### src/logic/blackjack_pkg.sv
// Blackjack shared types and helpers
package blackjack_pkg;

    typedef logic [3:0]  card_t;   // 1 to 10 where 1 is an ace
    typedef logic [4:0]  score_t;
    typedef logic [3:0]  digit_t;
    typedef logic [6:0]  seg_t;    // Active low with bit 0 as segment a
    typedef logic [15:0] lfsr_t;

    typedef enum logic [2:0] {
        st_idle    = 3'd0,
        st_dealing = 3'd1,
        st_player  = 3'd2,
        st_dealer  = 3'd3,
        st_over    = 3'd4
    } game_state_t;

    typedef struct packed {
        score_t score;
        logic   visible;
    } hand_view_t;

    localparam score_t      blackjack_score    = 5'd21;
    localparam score_t      dealer_stand_score = 5'd17;
    localparam score_t      ace_high_bonus     = 5'd10;
    localparam lfsr_t       lfsr_seed          = 16'hACE1;
    localparam int unsigned initial_cards      = 4;

    // Status letters
    localparam seg_t seg_blank = 7'b1111111;
    localparam seg_t seg_p     = 7'b0001100;
    localparam seg_t seg_d     = 7'b0100001;
    localparam seg_t seg_b     = 7'b0000011;
    localparam seg_t seg_tie   = 7'b0001111;

    // State numbers shown on the last display
    localparam seg_t seg_state_1 = 7'b1111001;
    localparam seg_t seg_state_2 = 7'b0100100;
    localparam seg_t seg_state_3 = 7'b0110000;
    localparam seg_t seg_state_4 = 7'b0011001;
    localparam seg_t seg_state_5 = 7'b0010010;

    function automatic seg_t digit_to_seg(digit_t digit);
        case (digit)
            4'h0: return 7'b1000000;
            4'h1: return 7'b1111001;
            4'h2: return 7'b0100100;
            4'h3: return 7'b0110000;
            4'h4: return 7'b0011001;
            4'h5: return 7'b0010010;
            4'h6: return 7'b0000010;
            4'h7: return 7'b1111000;
            4'h8: return 7'b0000000;
            4'h9: return 7'b0010000;
            4'ha: return 7'b0001000;
            4'hb: return 7'b0000011;
            4'hc: return 7'b1000110;
            4'hd: return 7'b0100001;
            4'he: return 7'b0000110;
            default: return 7'b0001110;
        endcase
    endfunction

    // New hand total after one more card
    function automatic score_t add_card(score_t score, card_t card, logic has_ace);
        logic [5:0] sum;
        sum = {1'b0, score} + {2'b00, card};
        if (card == 4'd1) begin
            if (score <= ace_high_bonus)
                return score + ace_high_bonus + 5'd1;  // Ace counts 11
            return score + 5'd1;
        end
        // Earlier ace drops from 11 to 1 on every overflowing card
        if (has_ace && (sum > 6'(blackjack_score)))
            return score_t'(sum - 6'(ace_high_bonus));
        return score_t'(sum);
    endfunction

endpackage

### src/logic/card_rng.sv
// LFSR card source
`timescale 1ns/100ps

module card_rng (
    input  logic                 clk,
    input  logic                 rst_n,
    output blackjack_pkg::card_t card
);

    blackjack_pkg::lfsr_t lfsr;
    blackjack_pkg::card_t next_card;
    logic                 feedback;

    // Taps 15, 14, 12, 3
    assign feedback = lfsr[15] ^ lfsr[14] ^ lfsr[12] ^ lfsr[3];

    // Nibble pairs give 1 to 6, the top four nibbles give 7 to 10
    always_comb begin
        if (lfsr[3:0] < 4'd12)
            next_card = {1'b0, lfsr[3:1]} + 4'd1;
        else
            next_card = lfsr[3:0] - 4'd5;
    end

    always_ff @(posedge clk or negedge rst_n) begin
        if (!rst_n) begin
            lfsr <= blackjack_pkg::lfsr_seed;
            card <= 4'd1;
        end else begin
            lfsr <= {lfsr[14:0], feedback};
            card <= next_card;
        end
    end

endmodule

### src/logic/key_debouncer.sv
// Key press debouncer
`timescale 1ns/100ps

module key_debouncer #(
    parameter int unsigned debounce_cycles = 1 << 20
) (
    input  logic clk,
    input  logic rst_n,
    input  logic key,
    output logic press
);

    localparam int unsigned count_width = $clog2(debounce_cycles + 1);
    localparam logic [count_width-1:0] count_max = count_width'(debounce_cycles);

    logic [count_width-1:0] count;
    logic                   fired;   // Pulse already given for this hold

    assign press = (count == count_max) && !fired;

    always_ff @(posedge clk or negedge rst_n) begin
        if (!rst_n) begin
            count <= '0;
            fired <= 1'b0;
        end else if (!key) begin
            // Release rearms
            count <= '0;
            fired <= 1'b0;
        end else if (count != count_max) begin
            count <= count + 1'b1;
        end else begin
            fired <= 1'b1;           // Saturated, hold until release
        end
    end

endmodule

### src/logic/hand_scorer.sv
// Single hand score keeper
`timescale 1ns/100ps

module hand_scorer (
    input  logic                  clk,
    input  logic                  rst_n,
    input  logic                  new_round,
    input  logic                  draw,
    input  blackjack_pkg::card_t  card,
    output blackjack_pkg::score_t score,
    output logic                  has_ace
);

    always_ff @(posedge clk or negedge rst_n) begin
        if (!rst_n) begin
            score   <= '0;
            has_ace <= 1'b0;
        end else if (new_round) begin
            score   <= '0;
            has_ace <= 1'b0;
        end else if (draw) begin
            score <= blackjack_pkg::add_card(score, card, has_ace);
            if (card == 4'd1)
                has_ace <= 1'b1;    // Sticky until next round
        end
    end

endmodule

### src/logic/blackjack_fsm.sv
// Blackjack round controller
`timescale 1ns/100ps

module blackjack_fsm (
    input  logic                        clk,
    input  logic                        rst_n,
    input  logic                        hit_press,
    input  logic                        stand_press,
    input  logic                        deal_press,
    input  blackjack_pkg::card_t        card,
    input  blackjack_pkg::score_t       player_score,
    input  blackjack_pkg::score_t       dealer_score,
    input  logic                        player_has_ace,
    input  logic                        dealer_has_ace,
    output logic                        player_draw,
    output logic                        dealer_draw,
    output logic                        new_round,
    output logic                        dealer_visible,
    output blackjack_pkg::game_state_t  state
);

    localparam logic [1:0] last_deal_card = 2'(blackjack_pkg::initial_cards - 1);

    blackjack_pkg::game_state_t next_state;
    blackjack_pkg::score_t      player_next;
    blackjack_pkg::score_t      dealer_next;
    logic [1:0]                 deal_cnt;
    logic                       deal_done;
    logic                       dealing;
    logic                       natural;
    logic                       dealer_short;

    // Totals the hands will hold if they take the current card
    assign player_next = blackjack_pkg::add_card(player_score, card, player_has_ace);
    assign dealer_next = blackjack_pkg::add_card(dealer_score, card, dealer_has_ace);

    assign dealing      = (state == blackjack_pkg::st_dealing) && !deal_done;
    assign dealer_short = dealer_score < blackjack_pkg::dealer_stand_score;
    assign natural      = (player_score == blackjack_pkg::blackjack_score) ||
                          (dealer_score == blackjack_pkg::blackjack_score);

    assign new_round = (state == blackjack_pkg::st_idle) && deal_press;

    // Deal order is player, dealer, player, dealer
    assign player_draw = (dealing && !deal_cnt[0]) ||
                         ((state == blackjack_pkg::st_player) && hit_press);
    assign dealer_draw = (dealing && deal_cnt[0]) ||
                         ((state == blackjack_pkg::st_dealer) && dealer_short);

    always_comb begin
        next_state = state;
        case (state)
            blackjack_pkg::st_idle: begin
                if (deal_press)
                    next_state = blackjack_pkg::st_dealing;
            end
            blackjack_pkg::st_dealing: begin
                if (deal_done)   // Decision cycle after the fourth card
                    next_state = natural ? blackjack_pkg::st_over : blackjack_pkg::st_player;
            end
            blackjack_pkg::st_player: begin
                if (hit_press) begin
                    if (player_next > blackjack_pkg::blackjack_score)
                        next_state = blackjack_pkg::st_over;   // Bust
                end else if (stand_press) begin
                    next_state = blackjack_pkg::st_dealer;
                end
            end
            blackjack_pkg::st_dealer: begin
                // Leave on the edge of the card that reaches the stand score
                if (!dealer_short || (dealer_next >= blackjack_pkg::dealer_stand_score))
                    next_state = blackjack_pkg::st_over;
            end
            blackjack_pkg::st_over: begin
                if (deal_press)
                    next_state = blackjack_pkg::st_idle;
            end
            default: next_state = blackjack_pkg::st_idle;
        endcase
    end

    always_ff @(posedge clk or negedge rst_n) begin
        if (!rst_n) begin
            state          <= blackjack_pkg::st_idle;
            deal_cnt       <= '0;
            deal_done      <= 1'b0;
            dealer_visible <= 1'b0;
        end else begin
            state <= next_state;
            if (new_round) begin
                deal_cnt       <= '0;
                deal_done      <= 1'b0;
                dealer_visible <= 1'b0;
            end else begin
                if (dealing) begin
                    deal_cnt <= deal_cnt + 2'd1;
                    if (deal_cnt == last_deal_card)
                        deal_done <= 1'b1;
                end
                if (dealer_draw)
                    dealer_visible <= 1'b1;   // Shown from the first dealer card
            end
        end
    end

endmodule

### src/logic/score_display.sv
// Score and status display decode
`timescale 1ns/100ps

module score_display (
    input  blackjack_pkg::hand_view_t  player,
    input  blackjack_pkg::hand_view_t  dealer,
    input  blackjack_pkg::game_state_t state,
    output blackjack_pkg::seg_t        hex_player_ones,
    output blackjack_pkg::seg_t        hex_player_tens,
    output blackjack_pkg::seg_t        hex_dealer_ones,
    output blackjack_pkg::seg_t        hex_dealer_tens,
    output blackjack_pkg::seg_t        hex_status,
    output blackjack_pkg::seg_t        hex_state
);

    blackjack_pkg::score_t player_shown;
    blackjack_pkg::score_t dealer_shown;
    blackjack_pkg::seg_t   outcome;

    // Hidden hand reads as zero
    assign player_shown = player.visible ? player.score : '0;
    assign dealer_shown = dealer.visible ? dealer.score : '0;

    assign hex_player_ones = blackjack_pkg::digit_to_seg(4'(player_shown % 5'd10));
    assign hex_player_tens = blackjack_pkg::digit_to_seg(4'(player_shown / 5'd10));
    assign hex_dealer_ones = blackjack_pkg::digit_to_seg(4'(dealer_shown % 5'd10));
    assign hex_dealer_tens = blackjack_pkg::digit_to_seg(4'(dealer_shown / 5'd10));

    // Round result where the first match wins
    always_comb begin
        if (player.score > blackjack_pkg::blackjack_score)
            outcome = blackjack_pkg::seg_b;
        else if (dealer.score > blackjack_pkg::blackjack_score)
            outcome = blackjack_pkg::seg_p;
        else if (player.score == dealer.score)
            outcome = blackjack_pkg::seg_tie;
        else if (player.score > dealer.score)
            outcome = blackjack_pkg::seg_p;
        else
            outcome = blackjack_pkg::seg_d;
    end

    always_comb begin
        case (state)
            blackjack_pkg::st_idle: begin
                hex_status = blackjack_pkg::seg_blank;
                hex_state  = blackjack_pkg::seg_state_1;
            end
            blackjack_pkg::st_dealing: begin
                hex_status = blackjack_pkg::seg_d;
                hex_state  = blackjack_pkg::seg_state_2;
            end
            blackjack_pkg::st_player: begin
                hex_status = blackjack_pkg::seg_p;
                hex_state  = blackjack_pkg::seg_state_3;
            end
            blackjack_pkg::st_dealer: begin
                hex_status = blackjack_pkg::seg_d;
                hex_state  = blackjack_pkg::seg_state_4;
            end
            blackjack_pkg::st_over: begin
                hex_status = outcome;
                hex_state  = blackjack_pkg::seg_state_5;
            end
            default: begin
                hex_status = blackjack_pkg::seg_blank;
                hex_state  = blackjack_pkg::seg_blank;
            end
        endcase
    end

endmodule

### src/logic/blackjack_top.sv
// Blackjack game top level
`timescale 1ns/100ps

module blackjack_top #(
    parameter int unsigned debounce_cycles = 1 << 20
) (
    input  logic                clk,
    input  logic                rst_n,
    input  logic                hit,
    input  logic                stand,
    input  logic                deal,
    output blackjack_pkg::seg_t hex_player_ones,
    output blackjack_pkg::seg_t hex_player_tens,
    output blackjack_pkg::seg_t hex_dealer_ones,
    output blackjack_pkg::seg_t hex_dealer_tens,
    output blackjack_pkg::seg_t hex_status,
    output blackjack_pkg::seg_t hex_state
);

    logic                       hit_press;
    logic                       stand_press;
    logic                       deal_press;
    blackjack_pkg::card_t       card;
    blackjack_pkg::score_t      player_score;
    blackjack_pkg::score_t      dealer_score;
    logic                       player_has_ace;
    logic                       dealer_has_ace;
    logic                       player_draw;
    logic                       dealer_draw;
    logic                       new_round;
    logic                       dealer_visible;
    blackjack_pkg::game_state_t state;
    blackjack_pkg::hand_view_t  player_view;
    blackjack_pkg::hand_view_t  dealer_view;

    key_debouncer #(.debounce_cycles(debounce_cycles)) hit_deb (
        .clk(clk), .rst_n(rst_n), .key(hit), .press(hit_press)
    );
    key_debouncer #(.debounce_cycles(debounce_cycles)) stand_deb (
        .clk(clk), .rst_n(rst_n), .key(stand), .press(stand_press)
    );
    key_debouncer #(.debounce_cycles(debounce_cycles)) deal_deb (
        .clk(clk), .rst_n(rst_n), .key(deal), .press(deal_press)
    );

    card_rng card_rng_inst (.clk(clk), .rst_n(rst_n), .card(card));

    blackjack_fsm blackjack_fsm_inst (
        .clk(clk), .rst_n(rst_n),
        .hit_press(hit_press), .stand_press(stand_press), .deal_press(deal_press),
        .card(card),
        .player_score(player_score), .dealer_score(dealer_score),
        .player_has_ace(player_has_ace), .dealer_has_ace(dealer_has_ace),
        .player_draw(player_draw), .dealer_draw(dealer_draw),
        .new_round(new_round), .dealer_visible(dealer_visible), .state(state)
    );

    hand_scorer player_hand (
        .clk(clk), .rst_n(rst_n), .new_round(new_round), .draw(player_draw),
        .card(card), .score(player_score), .has_ace(player_has_ace)
    );
    hand_scorer dealer_hand (
        .clk(clk), .rst_n(rst_n), .new_round(new_round), .draw(dealer_draw),
        .card(card), .score(dealer_score), .has_ace(dealer_has_ace)
    );

    assign player_view = '{score: player_score, visible: 1'b1};   // Always shown
    assign dealer_view = '{score: dealer_score, visible: dealer_visible};

    score_display score_display_inst (
        .player(player_view), .dealer(dealer_view), .state(state),
        .hex_player_ones(hex_player_ones), .hex_player_tens(hex_player_tens),
        .hex_dealer_ones(hex_dealer_ones), .hex_dealer_tens(hex_dealer_tens),
        .hex_status(hex_status), .hex_state(hex_state)
    );

endmodule

### config.mk
export PLATFORM = sky130hd
export DESIGN_NAME = blackjack_top
export DESIGN_NICKNAME = d
export VERILOG_FILES = /design/src/logic/blackjack_pkg.sv /design/src/logic/card_rng.sv /design/src/logic/key_debouncer.sv /design/src/logic/hand_scorer.sv /design/src/logic/blackjack_fsm.sv /design/src/logic/score_display.sv /design/src/logic/blackjack_top.sv
export SDC_FILE = /design/constraint.sdc
export NUM_CORES = 1
export LEC_CHECK = 0
export BUFFER_PORTS_ARGS = -buffer_cell sky130_fd_sc_hd__buf_2
export CAP_MARGIN = 15
export CORE_MARGIN = 4
export CORE_UTILIZATION = 40
export DETAILED_ROUTE_END_ITERATION = 16
export GPL_TIMING_DRIVEN = 1
export SLEW_MARGIN = 20
export SYNTH_ARGS = -nofsm -noshare
export SYNTH_HDL_FRONTEND = slang
export SYNTH_SLANG_ARGS = --single-unit
### constraint.sdc
create_clock -name clk -period 4.5 [get_ports clk]
set_input_delay 0.45 -clock clk [delete_from_list [all_inputs] [get_ports clk]]
set_output_delay 0.45 -clock clk [all_outputs]
set_load 0.03 [all_outputs]
==> results of run 1 <==
==> sequential cells by signal, summed over array words and instances, names as in the netlist, 3 cells and up <==
name and count:
player_hand.score 5, card_rng_inst.card 4, card_rng_inst.lfsr 16, stand_deb.count 21, blackjack_fsm_inst.state 3, deal_deb.count 21
dealer_hand.score 5, hit_deb.count 21
==> where the power goes <==
part	leakage, nW	switching [mW]	total, mW	internal (mW)
Combinational	1.99	0.0393	0.0573	0.0180
Clock	0.147	0.377	0.831	0.454
Sequential	1.43	0.00781	0.957	0.950
==> cells by family after synthesis <==
group	Yosys count	share of synthesized area (%)
compound gates	159	14.67
simple gates	306	22.43
fa+ha+maj	53	9.300
mux	27	4.135
other cells	1	0.05143
flops	105	36.19
xor+xnor	71	8.528
buf+inv	81	4.701
==> per-stage QoR <==
stage / hold slack (ns) / util [%] / cell area [sq um] / std cells / setup slack, ns
final: 0.2416 / 44.74 / 8038 / 1068 / 0.3586
after global placement: 0.3365 / 42.96 / 7717 / 1052 / 0.6606
after detailed placement: 0.3365 / 42.96 / 7717 / 1052 / 0.5502
after CTS: 0.2858 / 44.70 / 8030 / 1068 / 0.1719
after floorplan: 0.1544 / - / 7296 / 804 / 0.4141
after global routing: 0.3278 / 44.74 / 8038 / 1068 / 0.01319
==> layout by cell type, fill, tap and decap left out, drive strengths merged, types with 3 or more instances in the layout <==
cell     Yosys  layout
nor4        10      10
nor3        11      11
nand2       57      57
o21bai       3       3
o21a         5       5
and2        51      51
clkbuf      23      10
nor3b        5       5
and4         4       4
a21boi      14      14
nand3       38      38
o21ai       50      50
dfrtp       96      96
nor2        45      45
o22ai        9       9
or3         15      15
or2          5       5
nor2b       13      13
o31ai        6       6
a21o         3       3
xnor2       52      52
buf         14      56
a31oi        8       8
a2111oi      3       3
inv         44      46
mux2i       20      20
ha          51      51
o211ai       4       4
xor2        19      19
a211oi       7       7
and3        19      19
nor4b        6       6
a21oi       27      27
a32o         3       3
nand2b      16      16
nand4        8       8
mux2         6       6
dfstp        9       9
==> metal layers <==
layer / up-vias / global-route usage (%) / wire length (microns)
met5: - / 0 / 0
met2: 62 / 23.17 / 6658
met1: 2690 / 21.78 / 7581
li1: 2867 / - / -
met3: 12 / 1.741 / 365
met4: 0 / 4.052 / 175
==> cell usage after synthesis, drive strengths merged, types with 11 or more instances <==
cell / number
a21oi: 27
and3: 19
clkbuf: 23
o21ai: 50
nand2b: 16
inv: 44
nand2: 57
ha: 51
nor2b: 13
or3: 15
mux2i: 20
nor3: 11
nand3: 38
dfrtp: 96
and2: 51
nor2: 45
a21boi: 14
xnor2: 52
buf: 14
xor2: 19
==> final cells by class <==
type | instances | area (sq um)
clock buffers | 10 | 239.0
well taps | 229 | 286.5
repair buffers | 56 | 312.8
inverters | 44 | 165.2
flip-flops and latches | 105 | 2639
fillers | 1736 | 9926
multi-input cells | 618 | 4322
clock inverters | 6 | 73.82
==> worst max-delay path by stage <==
stage | to | slack, ns
finish | hex_player_ones[1] | 0.36
floorplan | hex_dealer_ones[4] | 0.41
detailed placement | hex_dealer_ones[3] | 0.55
global route | hex_dealer_ones[3] | 0.01
CTS | hex_dealer_ones[3] | 0.17
global placement | hex_dealer_ones[3] | 0.66
==> flow_summary_export.csv, run 1 <==
group,metric,value,unit
worst_setup_path,cp_cell_sequence,"inv_1 -> nor2_1 -> a21oi_1 -> ha_1 -> or2_2 -> nor2_1 -> o21ai_0 -> a22o_1 -> xnor2_1 -> inv_1 -> ha_1 -> mux2_2 -> o32ai_1 -> buf_2",
worst_setup_path,timing.rr.start,"dealer_hand.score[1]",
worst_setup_path,crit_buf_inv,3,
synthesis,netlist_area,7292,sq um
synthesis,synth_edf_count,0,
synthesis,synth_area_leaders,"dfrtp_1, ha_1, xnor2_1",
floorplanning,fp.coreArea,17960,sq um
drt,drc_errors,0,
finish,drive_above_1_share,12.40,%
clock_tree,htree_levels,3,
drt,ant_nets,0,
clock_tree,clkSinkCount,105,
floorplanning,die_w,143.0,microns
clock_tree,cts_resized,0,
clock_tree,cts_tree,"built",
timing,fin_skew,0.01160,ns
worst_setup_path,startpoint,"player_hand.score[2]",
clock_tree,clkLatencyLatePin,0.35,ns
worst_setup_path,cp-end-kind,"output port",
worst_setup_path,path_delay_family,"simple AND/OR/NAND/NOR gates",
drt,routedWlPerCell,13.84,microns
global_routing,grt_max_degree,74,
power_and_ir_drop,pwr_density_cell,229.6,nW/um^2
placed_design,hpwl,10480,microns
synthesis,ys_ff_latch,105,
synthesis,synth_top_area_cell,"dfrtp_1",
clock_tree,clockBufferDepth,2,
timing,max_freq,241.5,MHz
synthesis,synthCells,803,
worst_setup_path,start_kind,"flop",
finish,flow.area_growth_from_synthesis,10.23,%
floorplanning,dieArea,20450,sq um
synthesis,ys_async_sr_fraction,100.0,%
run_status,status,"finished clean",
global_routing,antenna_found_initial,0,
global_routing,grt_pass1_vias,5185,
worst_setup_path,cpPeakStageDelay,0.47,ns
timing,tns,0,ns
timing,tightest_slew,0.9217,ns
drt,vias,5631,
worst_setup_path,cp_slowest_cell,"dfrtp_1",
worst_setup_path,worstPathRequired,4.05,ns
floorplanning,dieHeight,143.0,microns
timing,relSlewSlack,38.55,%
drt,routed_wl,14780,microns
floorplanning,ios,47,
placed_design,port_buffers,44,
worst_setup_path,cp_num_cells,14,
synthesis,netlist.area_leader.share,32.94,%
synthesis,ys.warnings.count,0,
timing,final_hold_viol_count,0,
timing,fin_crit_sh,92.03,%
worst_setup_path,worstPathArrival,3.69,ns
clock_tree,cts_made_buffers,9,
floorplanning,rows,49,
drt,first_pass_iters,5,
worst_setup_path,worstPathMaxFanout,7,
synthesis,synthDistinctLibCells,70,
flow_run,cap_violations,0,
clock_tree,cts_setup_buffers,0,
drt,viasPerCell,5.272,
power_and_ir_drop,ir_drop,170.1,uV
synthesis,syn_area_per_cell,9.081,sq um
clock_tree,postCtsHoldBufs,0,
timing,drv_slew,0,
worst_setup_path,rr_worst_depth,11,
global_routing,grt.total_usage,14.82,%
power_and_ir_drop,finalPower,1.846,mW
finish,nNetsFinal,892,
timing,grt_setup_unrepaired,"no",
synthesis,synth-main-ff-cell,"dfrtp_1",
power_and_ir_drop,p_leak,3.561,nW
drt,drt_iter0_markers,290,
global_routing,globalRouteOverflowTotal,0,
worst_setup_path,reg2reg_to,"blackjack_fsm_inst.state[0]",
clock_tree,clkTransAtPathRegs,0.08,ns
global_routing,grt_pass1_wl,25270,microns
clock_tree,root_buffer,"clkbuf_16",
worst_setup_path,r2r_slack,0.83,ns
placed_design,place_congestion,0.8139,
synthesis,ys_seq_area_share,36.19,%
finish,n_antenna_cell,0,
min_path,min_path_type,"in2async",
floorplanning,start_util,40.59,%
timing,min_period,4.141,ns
timing,setup_viol,0,
worst_setup_path,critical_path_class,"reg2out",
No activity file was read; power rests on OpenSTA's default activity.
==> inputs of run 2 (changes only) <==
CORE_MARGIN = 8   (was 4)
CORE_UTILIZATION = 30   (was 40)
REMOVE_ABC_BUFFERS = 1   (was default)
==> run 2 against run 1 <==
Total power is essentially flat. Clock power is essentially flat. Combinational power shrank 2%. Flip-flop and latch count is the same.
==> flow_summary_export.csv, run 2 (synthesis gave the netlist of run 1 again) <==
group,metric,value,unit
drt,routed_wl,15420,microns
placed_design,hpwl,11330,microns
drt,routedWlPerCell,13.30,microns
clock_tree,clockBufferDepth,2,
flow_run,cap_violations,0,
worst_setup_path,worstPathRequired,4.05,ns
timing,fin_crit_sh,92.73,%
drt,drc_errors,0,
clock_tree,clkLatencyLatePin,0.34,ns
timing,setup_viol,0,
drt,viasPerCell,4.809,
timing,final_hold_viol_count,0,
finish,nNetsFinal,889,
worst_setup_path,worstPathMaxFanout,17,
finish,layout_commonest_cell,"dfrtp_1",
min_path,min_path_type,"in2async",
clock_tree,cts_setup_buffers,0,
clock_tree,cts_made_buffers,9,
timing,tightest_slew,0.8602,ns
clock_tree,root_buffer,"clkbuf_16",
timing,drv_slew,0,
worst_setup_path,critical_path_class,"reg2out",
floorplanning,dieArea,29550,sq um
placed_design,placed_area,7814,sq um
power_and_ir_drop,p_leak,3.555,nW
timing,max_freq,239.6,MHz
floorplanning,ios,47,
clock_tree,cts_tree,"built",
global_routing,globalRouteOverflowTotal,0,
placed_design,dp_slack,0.5180,ns
finish,final_cell_mix,"dfrtp_1, nand2_1, xnor2_1, ha_1, and2_1",
clock_tree,clkTransAtPathRegs,0.07,ns
power_and_ir_drop,ir_drop,187.2,uV
floorplanning,fp.coreArea,24110,sq um
placed_design,port_buffers,44,
timing,relSlewSlack,42.66,%
global_routing,grt_pass1_vias,5334,
finish,design_area,8140,sq um
clock_tree,clkSinkCount,105,
global_routing,grt.total_usage,10.79,%
finish,reg.largest.list,"deal_deb.count x21, hit_deb.count x21, stand_deb.count x21",
drt,vias,5579,
placed_design,dp.cells,1144,
finish,n_antenna_cell,0,
floorplanning,rows,57,
timing,fin_skew,0.005303,ns
finish,drive_above_1_share,12.08,%
finish,instances_no_fill,1160,
timing,setup_ws,0.3270,ns
run_status,status,"finished clean",
global_routing,antenna_found_initial,0,
global_routing,grt_max_degree,70,
timing,tns,0,ns
floorplanning,start_util,30.25,%
clock_tree,htree_levels,3,
power_and_ir_drop,pwr_density_cell,226.7,nW/um^2
worst_setup_path,cp-end-kind,"output port",
clock_tree,postCtsHoldBufs,0,
drt,first_pass_iters,4,
worst_setup_path,worstPathArrival,3.72,ns
clock_tree,cts_resized,0,
global_routing,grt_pass1_wl,26320,microns
finish,final_util,33.77,%
floorplanning,dieHeight,171.9,microns
floorplanning,die_w,171.9,microns
drt,drt_iter0_markers,361,
finish,flow.area_growth_from_synthesis,11.63,%
placed_design,place_congestion,0.8294,
worst_setup_path,start_kind,"flop",
drt,ant_nets,0,
timing,min_period,4.173,ns
timing,grt_setup_unrepaired,"no",
power_and_ir_drop,finalPower,1.845,mW
timing,hold-worst-slack,0.2093,ns
[run 2: metal layers]
layer | GRT usage [%] | vias up | wire, microns
met2 | 17.47 | 64 | 7082
met3 | 1.301 | 13 | 483
li1 | - | 2851 | -
met5 | 0 | - | 0
met1 | 14.73 | 2651 | 7664
met4 | 3.523 | 0 | 193
[run 2: power breakdown]
| part | internal (mW) | switching [mW] | leakage, nW |
|---|---|---|---|
| combinational | 0.0177 | 0.0382 | 1.98 |
| clock | 0.503 | 0.328 | 0.154 |
| sequential | 0.950 | 0.00786 | 1.42 |
| total | 1.47 | 0.375 | 3.55 |
[run 2: layout make-up]
type                    instances  area [sq um]
fillers                      2530         15970
well taps                     324         405.4
repair buffers                 53         290.3
inverters                      44         165.2
flip-flops and latches        105          2641
multi-input cells             618          4323
clock inverters                 3         65.06
clock buffers                  13         250.2
[run 2: worst max-delay path: stages (launching register included)]
cell and delay (ns):
dfrtp_2 0.54, inv_1 0.16, nor2_1 0.16, a21oi_1 0.08, ha_1 0.20, or2_2 0.31
nor2_1 0.13, o21ai_0 0.09, a22o_1 0.24, xnor2_1 0.37, inv_1 0.17, ha_1 0.30
mux2_2 0.26, o32ai_1 0.12, buf_2 0.25
[run 2: worst paths after layout]
check	start	endpoint	slack [ns]	cells past startpoint
worst max-delay path	player_hand.score[2]	hex_player_ones[1]	0.33	14
worst min-delay path	rst_n	deal_deb.count[15]	0.21	1
worst max register to register	card_rng_inst.card[0]	blackjack_fsm_inst.state[0]	0.87	12
worst min register to register	card_rng_inst.lfsr[8]	card_rng_inst.lfsr[9]	0.35	0
max in group asynchronous	rst_n	player_hand.score[0]	3.25	2
min in group clk	card_rng_inst.lfsr[8]	card_rng_inst.lfsr[9]	0.35	0
==> inputs of run 3 (changes only) <==
BUFFER_PORTS_ARGS = -buffer_cell sky130_fd_sc_hd__clkbuf_2   (was -buffer_cell sky130_fd_sc_hd__buf_2)
==> run 3 against run 2 <==
Hold slack lost 0.086 ns. Clock skew is essentially flat. Count of clock-buffer cells in the layout shrank 2. Die area is the same. Critical endpoint is now hex_dealer_ones[3]. Largest cell class unchanged. Highest routed layer unchanged.
==> flow_summary_export.csv, run 3 (synthesis gave the netlist of run 1 again) <==
group,metric,value,unit
global_routing,grt_pass1_wl,26180,microns
clock_tree,cts_resized,0,
clock_tree,cts_tree,"built",
worst_setup_path,critical_path_class,"reg2out",
timing,tns,0,ns
drt,routed_wl,15620,microns
timing,final_hold_viol_count,0,
clock_tree,htree_levels,3,
floorplanning,fp.coreArea,24110,sq um
clock_tree,cts_setup_buffers,0,
timing,max_freq,239.0,MHz
drt,ant_nets,0,
timing,grt_setup_unrepaired,"no",
worst_setup_path,worstPathRequired,4.05,ns
placed_design,hpwl,11430,microns
drt,vias,5651,
finish,drive_above_1_share,12.32,%
floorplanning,rows,57,
power_and_ir_drop,ir_drop,196.1,uV
placed_design,port_buffers,44,
finish,fillers,2534,
flow_run,cap_violations,0,
worst_setup_path,worstPathArrival,3.73,ns
drt,drc_errors,0,
worst_setup_path,start_kind,"flop",
global_routing,grt_max_degree,80,
timing,fin_skew,0.005584,ns
clock_tree,clkTransAtPathRegs,0.07,ns
drt,drt_iter0_markers,296,
floorplanning,start_util,30.25,%
worst_setup_path,worstPathMaxFanout,10,
timing,min_period,4.184,ns
finish,final_cell_mix,"dfrtp_1, nand2_1, xnor2_1, ha_1, and2_1",
worst_setup_path,cp_cell_sequence,"nand2_1 -> inv_1 -> ha_1 -> o211ai_2 -> a21oi_2 -> ha_1 -> a21oi_1 -> nand2_1 -> a32o_2 -> xnor2_2 -> inv_1 -> ha_1 -> mux4_2 -> clkbuf_2",
timing,fin_crit_sh,92.98,%
timing,setup_ws,0.3158,ns
drt,routedWlPerCell,13.46,microns
clock_tree,root_buffer,"clkbuf_16",
clock_tree,clkLatencyLatePin,0.35,ns
drt,first_pass_iters,4,
timing,tightest_slew,0.8053,ns
timing,setup_viol,0,
clock_tree,postCtsHoldBufs,0,
clock_tree,cts_made_buffers,9,
finish,n_antenna_cell,0,
worst_setup_path,cpPeakStageDelay,0.50,ns
global_routing,antenna_found_initial,0,
floorplanning,dieArea,29550,sq um
finish,multi_input_area,4323,sq um
timing,relSlewSlack,46.17,%
power_and_ir_drop,p_leak,3.554,nW
clock_tree,clockBufferDepth,2,
worst_setup_path,cp-end-kind,"output port",
floorplanning,ios,47,
floorplanning,dieHeight,171.9,microns
global_routing,grt_pass1_vias,5270,
finish,flow.area_growth_from_synthesis,11.79,%
global_routing,globalRouteOverflowTotal,0,
drt,viasPerCell,4.872,
worst_setup_path,crit_top_cell,"ha_1",
finish,register_area,2641,sq um
power_and_ir_drop,finalPower,1.871,mW
min_path,min_path_type,"in2async",
placed_design,dp_slack,0.4846,ns
finish,reg.largest.list,"deal_deb.count x21, hit_deb.count x21, stand_deb.count x21",
finish,layout_commonest_cell,"dfrtp_1",
finish,nNetsFinal,889,
run_status,status,"finished clean",
placed_design,place_congestion,0.8211,
worst_setup_path,cp_slowest_cell,"dfrtp_1",
floorplanning,die_w,171.9,microns
timing,drv_slew,0,
clock_tree,clkSinkCount,105,
global_routing,grt.total_usage,10.78,%
power_and_ir_drop,pwr_density_cell,229.5,nW/um^2
## run 3: cell count changes in the layout (fill, tap and decap cells not counted)
cell,previous run,this run
buf_6,0,1
clkbuf_2,0,43
buf_2,43,0
buf_4,10,9
clkbuf_1,3,1
clkinvlp_4,0,2
## run 3: area by class of cell
class / count / share of cell area [%]
clock buffers: 11 / 2.978
multi-input cells: 618 / 53.03
repair buffers: 53 / 3.607
well taps: 324 / 4.973
inverters: 44 / 2.026
clock inverters: 5 / 0.9823
flip-flops and latches: 105 / 32.40
## run 3: stage by stage
stage	utilization (%)	std cells	instance area, sq um	hold slack (ns)
finish	33.82	1160	8152	0.1236
global route	33.82	1160	8152	0.1831
CTS	33.75	1160	8137	0.2999
detailed placement	32.41	1144	7814	0.3394
global placement	32.41	1144	7814	0.3437
floorplan	-	767	7118	0.1544
## run 3: report_power, final
part           total, mW  switching, mW  internal [mW]
clock network      0.857          0.355          0.502
registers          0.958        0.00772          0.950
logic             0.0565         0.0384         0.0181
total               1.87          0.401           1.47
## run 3: worst paths after layout
check	from	end	slack (ns)	depth (start not counted)
hold reg to reg	card_rng_inst.lfsr[4]	card_rng_inst.lfsr[5]	0.36	0
min in group clk	card_rng_inst.lfsr[4]	card_rng_inst.lfsr[5]	0.36	0
max in group asynchronous	rst_n	card_rng_inst.card[0]	3.48	2
setup reg to reg	card_rng_inst.card[0]	blackjack_fsm_inst.state[0]	0.76	12
setup / recovery	dealer_hand.score[2]	hex_dealer_ones[3]	0.32	14
hold / removal	rst_n	deal_deb.count[20]	0.12	1
## run 3: per-layer routing
layer	GRT usage [%]	wire [microns]
met1	14.71	7810
met2	16.97	7109
met3	2.100	519
met4	3.336	177
met5	0	0
## run 3: worst max-delay path: cells and delay by family (launching register included)
kind | cells | cell delay [ns]
flip-flops | 1 | 0.50
AND/OR/NAND/NOR | 2 | 0.19
AO/OA/AOI/OAI | 4 | 0.88
adder cells (fa/ha/maj) | 3 | 0.65
buffers and inverters | 3 | 0.40
XOR/XNOR | 1 | 0.28
multiplexers | 1 | 0.46
